`src/hdl/matmul_pkg.sv`:
```
package matmul_pkg;

  //////////////////////////////////////////////////
  // Tile geometry and memory timing
  //////////////////////////////////////////////////
  localparam int tile_size    = 4;
  localparam int data_width   = 8;
  localparam int addr_width   = 11;
  localparam int stride_width = 8;
  // Cycles from address to data on the operand memories
  localparam int mem_latency  = 1;
  // Operand register, product register and accumulator
  localparam int mac_cycles   = 3;
  localparam int count_width  = 8;

  typedef logic [data_width-1:0]           elem_t;
  // Lane i sits in bits [i*data_width +: data_width]
  typedef logic [tile_size*data_width-1:0] lane_vec_t;
  typedef logic [addr_width-1:0]           addr_t;
  typedef logic [stride_width-1:0]         stride_t;
  typedef logic [count_width-1:0]          cycle_t;

  // Last operand word arrives at tile_size + mem_latency, then lane skew and the
  // PE hops add 2*(tile_size-1) before the MAC pipeline settles the last sum
  localparam cycle_t capture_count =
    cycle_t'(tile_size + mem_latency + 2 * (tile_size - 1) + mac_cycles);
  // One C column leaves per cycle after the capture
  localparam cycle_t done_count = capture_count + cycle_t'(tile_size);

  typedef enum logic [1:0] {idle, run, done_wait} seq_state_t;

endpackage

```
`src/hdl/tile_ctrl_if.sv`:
```
`timescale 1ns/10ps

// Phase signals from the sequencer to the operand feeders and the result drain
interface tile_ctrl_if;

  // Job active, low level clears the datapath
  logic                run;
  // Operand words are requested while this is high
  logic                feed;
  // Single cycle strobe when the C grid has settled
  logic                capture;
  // Cycles since the job started
  matmul_pkg::cycle_t  count;

  modport seq (
    output run, feed, capture, count
  );

  modport user (
    input run, feed, capture, count
  );

endinterface

```
`src/hdl/processing_element.sv`:
```
`timescale 1ns/10ps

module processing_element (
  input  logic              clk,
  input  logic              clear,
  input  matmul_pkg::elem_t in_a,
  input  matmul_pkg::elem_t in_b,
  output matmul_pkg::elem_t out_a,
  output matmul_pkg::elem_t out_b,
  output matmul_pkg::elem_t out_c
);

  matmul_pkg::elem_t prod_q;

  //////////////////////////////////////////////////
  // Three stage wrapping MAC
  //////////////////////////////////////////////////
  // Stage 1 is the pass register pair, which also holds the multiplier operands.
  // Stage 2 keeps only the low byte of the product.
  // Stage 3 adds modulo 256 into the running sum
  always_ff @(posedge clk) begin
    if (clear) begin
      out_a  <= '0;
      out_b  <= '0;
      prod_q <= '0;
      out_c  <= '0;
    end else begin
      out_a  <= in_a;
      out_b  <= in_b;
      prod_q <= out_a * out_b;
      out_c  <= out_c + prod_q;
    end
  end

  // Zeros flow in outside the operand window, so a settled sum stays put
  // until the next clear

endmodule

```
`src/hdl/pe_array.sv`:
```
`timescale 1ns/10ps

module pe_array (
  input  logic                  clk,
  input  logic                  reset,
  input  logic                  run,
  input  matmul_pkg::lane_vec_t a_lanes,
  input  matmul_pkg::lane_vec_t b_lanes,
  output matmul_pkg::elem_t     c_grid [matmul_pkg::tile_size][matmul_pkg::tile_size]
);

  localparam int n  = matmul_pkg::tile_size;
  localparam int dw = matmul_pkg::data_width;

  // a_link[i][j] enters PE (i,j) from the left, b_link[i][j] enters it from above
  matmul_pkg::elem_t a_link [n][n+1];
  matmul_pkg::elem_t b_link [n+1][n];
  logic              clear;

  // Every sum restarts when the job ends or start drops
  assign clear = reset || !run;

  for (genvar e = 0; e < n; e++) begin : g_edge
    assign a_link[e][0] = a_lanes[e*dw +: dw];
    assign b_link[0][e] = b_lanes[e*dw +: dw];
  end

  //////////////////////////////////////////////////
  // A moves right along rows, B moves down columns
  //////////////////////////////////////////////////
  for (genvar i = 0; i < n; i++) begin : g_row
    for (genvar j = 0; j < n; j++) begin : g_col
      processing_element i_pe (
        .clk   (clk),
        .clear (clear),
        .in_a  (a_link[i][j]),
        .in_b  (b_link[i][j]),
        .out_a (a_link[i][j+1]),
        .out_b (b_link[i+1][j]),
        .out_c (c_grid[i][j])
      );
    end
  end

endmodule

```
`src/hdl/operand_feeder.sv`:
```
`timescale 1ns/10ps

module operand_feeder (
  input  logic                  clk,
  input  logic                  reset,
  tile_ctrl_if.user             ctrl,
  input  matmul_pkg::addr_t     base,
  input  matmul_pkg::stride_t   stride,
  output matmul_pkg::addr_t     mem_addr,
  input  matmul_pkg::lane_vec_t mem_data,
  output matmul_pkg::lane_vec_t lanes
);

  localparam int dw = matmul_pkg::data_width;

  // High in the cycles where mem_addr carries a requested word
  logic                              access;
  logic [matmul_pkg::mem_latency-1:0] valid_pipe;
  matmul_pkg::lane_vec_t              word;

  //////////////////////////////////////////////////
  // Read addresses and data qualification
  //////////////////////////////////////////////////
  always_ff @(posedge clk) begin
    if (reset || !ctrl.run) begin
      mem_addr   <= base;
      access     <= 1'b0;
      valid_pipe <= '0;
    end else begin
      // The first request uses base, each later one adds a stride
      if (ctrl.feed && access) mem_addr <= mem_addr + matmul_pkg::addr_t'(stride);
      access        <= ctrl.feed;
      valid_pipe[0] <= access;
      for (int s = 1; s < matmul_pkg::mem_latency; s++) begin
        valid_pipe[s] <= valid_pipe[s-1];
      end
    end
  end

  // Words outside the read window enter the array as zeros
  assign word = mem_data & {matmul_pkg::tile_size * dw{valid_pipe[matmul_pkg::mem_latency-1]}};

  //////////////////////////////////////////////////
  // Lane i is delayed by i registers
  //////////////////////////////////////////////////
  for (genvar i = 0; i < matmul_pkg::tile_size; i++) begin : g_lane
    if (i == 0) begin : g_direct
      assign lanes[0 +: dw] = word[0 +: dw];
    end else begin : g_skew
      matmul_pkg::elem_t stage [i];
      always_ff @(posedge clk) begin
        if (reset || !ctrl.run) begin
          for (int s = 0; s < i; s++) stage[s] <= '0;
        end else begin
          stage[0] <= word[i*dw +: dw];
          for (int s = 1; s < i; s++) stage[s] <= stage[s-1];
        end
      end
      assign lanes[i*dw +: dw] = stage[i-1];
    end
  end

endmodule

```
`src/hdl/result_drain.sv`:
```
`timescale 1ns/10ps

module result_drain (
  input  logic                  clk,
  input  logic                  reset,
  tile_ctrl_if.user             ctrl,
  input  matmul_pkg::elem_t     c_grid [matmul_pkg::tile_size][matmul_pkg::tile_size],
  input  matmul_pkg::addr_t     base,
  input  matmul_pkg::stride_t   stride,
  output matmul_pkg::addr_t     c_addr,
  output matmul_pkg::lane_vec_t c_data,
  output logic                  c_valid
);

  localparam int n  = matmul_pkg::tile_size;
  localparam int dw = matmul_pkg::data_width;

  // Column j of the grid as one memory word, lane i holding C[i][j]
  matmul_pkg::lane_vec_t grid_col [n];
  // Latched columns 1 to n-1 waiting for their write slot
  matmul_pkg::lane_vec_t col_q [n-1];
  logic                  more;

  always_comb begin
    for (int j = 0; j < n; j++) begin
      for (int i = 0; i < n; i++) begin
        grid_col[j][i*dw +: dw] = c_grid[i][j];
      end
    end
  end

  // Another column follows until the counter reaches the done point
  assign more = c_valid && (ctrl.count < matmul_pkg::done_count);

  always_ff @(posedge clk) begin
    if (reset || !ctrl.run) c_valid <= 1'b0;
    else c_valid <= ctrl.capture || more;
  end

  //////////////////////////////////////////////////
  // Column shift and write addresses
  //////////////////////////////////////////////////
  always_ff @(posedge clk) begin
    if (ctrl.capture) begin
      c_data <= grid_col[0];
      c_addr <= base;
      for (int j = 1; j < n; j++) col_q[j-1] <= grid_col[j];
    end else if (more) begin
      c_data <= col_q[0];
      c_addr <= c_addr + matmul_pkg::addr_t'(stride);
      for (int j = 1; j < n - 1; j++) col_q[j-1] <= col_q[j];
    end
  end

endmodule

```
`src/hdl/tile_sequencer.sv`:
```
`timescale 1ns/10ps

module tile_sequencer (
  input  logic     clk,
  input  logic     reset,
  input  logic     start,
  output logic     done,
  tile_ctrl_if.seq ctrl
);

  matmul_pkg::seq_state_t state;
  matmul_pkg::cycle_t     count;
  logic                   active;

  // Count holds 0 on the first edge with start high, then steps once per cycle
  always_ff @(posedge clk) begin
    if (reset) begin
      state <= matmul_pkg::idle;
      count <= '0;
    end else begin
      unique case (state)
        matmul_pkg::idle: begin
          count <= '0;
          if (start) state <= matmul_pkg::run;
        end
        matmul_pkg::run: begin
          // A dropped start aborts the job
          if (!start) state <= matmul_pkg::idle;
          else if (count == matmul_pkg::done_count) state <= matmul_pkg::done_wait;
          else count <= count + 1'b1;
        end
        matmul_pkg::done_wait: begin
          // Hold done until the requester releases start
          if (!start) state <= matmul_pkg::idle;
        end
        default: state <= matmul_pkg::idle;
      endcase
    end
  end

  // Run falls together with start so the datapath clears on the next edge
  assign active       = start && (state != matmul_pkg::idle);
  assign ctrl.run     = active;
  assign ctrl.feed    = active && (count < matmul_pkg::cycle_t'(matmul_pkg::tile_size));
  assign ctrl.capture = active && (count == matmul_pkg::capture_count);
  assign ctrl.count   = count;
  assign done         = (state == matmul_pkg::done_wait);

endmodule

```
`src/hdl/matmul_tile.sv`:
```
`timescale 1ns/10ps

module matmul_tile (
  input  logic                  clk,
  input  logic                  reset,
  // Job handshake
  input  logic                  start,
  output logic                  done,
  // Base address and stride of each matrix
  input  matmul_pkg::addr_t     address_mat_a,
  input  matmul_pkg::addr_t     address_mat_b,
  input  matmul_pkg::addr_t     address_mat_c,
  input  matmul_pkg::stride_t   stride_a,
  input  matmul_pkg::stride_t   stride_b,
  input  matmul_pkg::stride_t   stride_c,
  // Operand memories, data one cycle after the address
  input  matmul_pkg::lane_vec_t a_data,
  input  matmul_pkg::lane_vec_t b_data,
  output matmul_pkg::addr_t     a_addr,
  output matmul_pkg::addr_t     b_addr,
  // Result writes, never stalled
  output matmul_pkg::addr_t     c_addr,
  output matmul_pkg::lane_vec_t c_data,
  output logic                  c_valid
);

  matmul_pkg::lane_vec_t a_lanes;
  matmul_pkg::lane_vec_t b_lanes;
  matmul_pkg::elem_t     c_grid [matmul_pkg::tile_size][matmul_pkg::tile_size];

  tile_ctrl_if i_ctrl ();

  tile_sequencer i_seq (
    .clk   (clk),
    .reset (reset),
    .start (start),
    .done  (done),
    .ctrl  (i_ctrl)
  );

  //////////////////////////////////////////////////
  // A feeds the rows, B feeds the columns
  //////////////////////////////////////////////////
  operand_feeder i_feed_a (
    .clk      (clk),
    .reset    (reset),
    .ctrl     (i_ctrl),
    .base     (address_mat_a),
    .stride   (stride_a),
    .mem_addr (a_addr),
    .mem_data (a_data),
    .lanes    (a_lanes)
  );

  operand_feeder i_feed_b (
    .clk      (clk),
    .reset    (reset),
    .ctrl     (i_ctrl),
    .base     (address_mat_b),
    .stride   (stride_b),
    .mem_addr (b_addr),
    .mem_data (b_data),
    .lanes    (b_lanes)
  );

  pe_array i_array (
    .clk     (clk),
    .reset   (reset),
    .run     (i_ctrl.run),
    .a_lanes (a_lanes),
    .b_lanes (b_lanes),
    .c_grid  (c_grid)
  );

  result_drain i_drain (
    .clk     (clk),
    .reset   (reset),
    .ctrl    (i_ctrl),
    .c_grid  (c_grid),
    .base    (address_mat_c),
    .stride  (stride_c),
    .c_addr  (c_addr),
    .c_data  (c_data),
    .c_valid (c_valid)
  );

endmodule

```
`config.mk`:
```
export PLATFORM = sky130hd
export DESIGN_NAME = matmul_tile
export DESIGN_NICKNAME = d
export VERILOG_FILES = /design/src/hdl/matmul_pkg.sv /design/src/hdl/tile_ctrl_if.sv /design/src/hdl/processing_element.sv /design/src/hdl/pe_array.sv /design/src/hdl/operand_feeder.sv /design/src/hdl/result_drain.sv /design/src/hdl/tile_sequencer.sv /design/src/hdl/matmul_tile.sv
export SDC_FILE = /design/constraint.sdc
export NUM_CORES = 2
export LEC_CHECK = 0
export BUFFER_PORTS_ARGS = -buffer_cell sky130_fd_sc_hd__buf_2
export CAP_MARGIN = 10
export CORE_MARGIN = 2
export CORE_UTILIZATION = 25
export CTS_CLUSTER_SIZE = 20
export DETAILED_ROUTE_END_ITERATION = 10
export GPL_TIMING_DRIVEN = 0
export HOLD_SLACK_MARGIN = 0.12
export MAX_ROUTING_LAYER = met4
export SLEW_MARGIN = 5
export SYNTH_ARGS = -nofsm -noshare
export SYNTH_HDL_FRONTEND = slang
export SYNTH_SLANG_ARGS = --single-unit
```
`constraint.sdc`:
```
create_clock -name clk -period 8.28 [get_ports clk]
set_input_delay 1.656 -clock clk [delete_from_list [all_inputs] [get_ports clk]]
set_output_delay 1.656 -clock clk [all_outputs]
set_load 0.05 [all_outputs]
```
==> impl_results.md <==
* Post-CTS setup repair buffer count at 0
* DRT iter0 DRCs at 1457
* Startpoint types: input port
* Worst-Skew Late Latency at 0.66 ns
* DP Wirelength at between 80000 and 90000 um
* Synth Register Bits at 782
* Data arrival, critical path at 5.33 ns
* Vias at roughly 28000
* Final-layout fill cell count at between 15000 and 20000
* Chip Width at between 400 and 500 um
* Die area at roughly 0.17 mm2
* Ys flop type: dfxtp_1
* Routed WL per cell at between 15 and 20 um
* Max stage delay cell, worst path: nand2_1
* Initial Util at 0.252
* H-tree levels at 3
* Hold crit path type: register to register
* Cts repair resizes at 0
* Clk sinks at between 700 and 800
* Fmax at between 0.15 and 0.2 GHz
* Fin crit period at between 5 and 6 ns
* Remaining Overflow, GRT at 0
* Crit-path leading delay family: buffers and inverters
* Tcrit/Tclk final at 0.626
* DRC at 0
* Clock Tree Buf Depth at 3
* Number of global-route vias before repair at between 20000 and 30000
* Mapped Cells at around 4100
* Total CTS buffers at 86
* Sequential fraction of the synthesis area at 0.409
* Crit path top cell by count: clkbuf_1
* Critical path type: input port to register
* Pwr Density at roughly 160 mW/mm2
* Port Buffers at 190
* GPL Wtd Cong at a little under 0.9
* Relative slew slack at 0.216
* Final wirelength at roughly 110000 um
* Final hold viol count at 0
* Post-Layout Cell Count at around 6700
* Clk slew on worst S/H paths at approximately 0.060 ns
* Maximum vdd drop at approximately 0.13 mV
* Critical path cell sequence: buf_2 > nand2b_1 > clkbuf_1 > nor2_1 > clkbuf_1 > clkbuf_1 > nand2_1
* Synth area leader: dfxtp_1
* Initial antenna violation count at 21
* WP buf/inv at 4
* Area Growth Syn to Fin at 15.8%
* Chip height at 415 um
* Core area at 0.167 mm2
* Setup crit end kind: register
* Largest net degree at the start of global routing at 51
* Proportion of layout cells with a drive suffix above 1 at 0.0921
* First-pass GRT wire length at roughly 170000 um
* Root Buffer: clkbuf_16
* Vias per cell at between 4 and 5
* Clk_skew at roughly 0.032 ns
* EDFF count, synth at roughly 160
* RSZ-0062 raised after global routing: no
* Commonest non-fill, non-tap cell in the layout: and2_1
* Max Cap Viol at 0
* Yosys cell types at 48
* CP Data Required Time at between 8 and 9 ns
* Post-Syn Area at between 0.04 and 0.05 mm2
* Top cells by area, synth: dfxtp_1 (29%), ha_1 (12%), edfxtp_1 (11%)
* CTS tree: yes
* Yosys top cell area share at 0.295
* CTS hold repair buffers at 0
* # setup viols final at 0
* Mapped Nets at roughly 4900
* Most frequent cells in the layout: and2_1 (685), dfxtp_1 (621), inv_1 (426), nand2_1 (396), ha_1 (394)
* Max Slew Vio Count at 0
* Rows at 150
* Critical Path Fanout Max at 22
* Post-DRT Antenna Nets at 0
* Placed insts at approximately 6500
* Final #Nets at between 5000 and 6000
* Detailed Routing Iterations Pass 1 at 5
* Total Routing Usage GR at 0.129
* Synth async-reset ratio at 0
* # IOs at between 150 and 200
* Worst-Margin Slew at between 1 and 1.5 ns
* Pleak at 0.0221 uW
* Syn avg cell area at 10.2 um2
* Worst path max stage delay at ~0.85 ns
* Setup_tns at 0 ns
* Synth warn at 0
* Status: finished, final reports clean
[sequential cells by signal, summed over array words and instances (netlist names)]
register and count:
i_feed_b.valid_pipe 1, i_drain.c_addr 11, i_seq.ctrl.count 8, i_feed_a.mem_addr 11, i_array.g_row.g_col.i_pe.out_c 128, i_feed_b.g_lane.g_skew.stage 48
i_array.g_row.g_col.i_pe.out_b 128, i_drain.c_valid 1, i_feed_b.access 1, i_drain.c_data 32, i_array.g_row.g_col.i_pe.out_a 128, i_feed_a.g_lane.g_skew.stage 48
i_array.g_row.g_col.i_pe.prod_q 128, i_seq.state 2, i_drain.col_q 96, i_feed_b.mem_addr 11
[where the power goes]
group	internal [uW]	total, uW	switching [uW]
clock network	2260	3850	1590
logic	72.4	216	143
registers	3890	3890	8.07
[layer usage]
layer	GRT usage	up-vias	routed length, um
li1	-	13849	-
met1	0.161	13397	48800
met2	0.214	520	51300
met3	0.0201	155	5060
met4	0.0396	0	2880
met5	-	-	0
[layout make-up]
| cell class | instances | area (um2) | area share |
|---|---|---|---|
| Buffer | 104 | 469 | 0.00961 |
| Timing Repair Buffer | 192 | 1010 | 0.0206 |
| Sequential cell | 782 | 17300 | 0.354 |
| Tap cell | 2204 | 2760 | 0.0565 |
| Clock buffer | 128 | 2540 | 0.0521 |
| Inverter | 427 | 1600 | 0.0328 |
| Clock inverter | 30 | 308 | 0.00630 |
| Antenna cell | 10 | 25.0 | 0.000512 |
| Multi-Input combinational cell | 2832 | 22900 | 0.468 |
[metrics by stage]
stage               setup slack [ns]   util  power, uW  cell area (um2)  hold slack [ns]
floorplan                       2.96      -       4100            42200            0.406
global placement               0.906  0.274       4190            45900            0.408
detailed placement              2.40  0.275       4190            46000            0.410
CTS                             3.11  0.292       8070            48800            0.418
global route                    2.90  0.292       8240            48800            0.431
finish                          3.10  0.292       7960            48800            0.411
[cells in the mapped netlist, drive strengths merged (3+ instances only)]
master	number
and2	685
dfxtp	621
inv	427
nand2	397
ha	394
xnor2	244
fa	211
edfxtp	161
nor2	138
a21oi	132
xor2	107
o21ai	90
and3	85
clkbuf	80
a21o	73
mux2	56
nor2b	37
nand2b	36
or3	31
nor3	26
buf	24
o21bai	18
mux2i	16
nor4	15
o21a	8
nand3	5
o31ai	5
a22oi	4
or2	3
[cells by family (layout without fill, tap and decap cells)]
group | Yosys count | in the layout | share of synthesized area
other cells | 0 | 10 | 0
xor+xnor | 351 | 351 | 0.0729
simple gates | 1464 | 1464 | 0.185
mux | 72 | 72 | 0.0187
compound gates | 340 | 340 | 0.0481
flops | 782 | 782 | 0.409
fa+ha+maj | 605 | 605 | 0.217
buf+inv | 531 | 881 | 0.0491
[final timing paths]
kind / endpoint / slack (ns) / cells past startpoint / start
min reg2reg: i_feed_b.g_lane[3].g_skew.stage[1][5]$_SDFF_PP0_ / 0.41 / 1 / i_feed_b.g_lane[3].g_skew.stage[0][5]$_SDFF_PP0_
max reg2reg: i_feed_b.mem_addr[0]$_DFFE_PP_ / 4.03 / 6 / i_seq.state[0]$_SDFFE_PP0P_
max: i_feed_b.mem_addr[0]$_DFFE_PP_ / 3.10 / 7 / reset
min: i_feed_b.g_lane[3].g_skew.stage[1][5]$_SDFF_PP0_ / 0.41 / 1 / i_feed_b.g_lane[3].g_skew.stage[0][5]$_SDFF_PP0_
No activity file was read; power rests on OpenSTA's default activity.
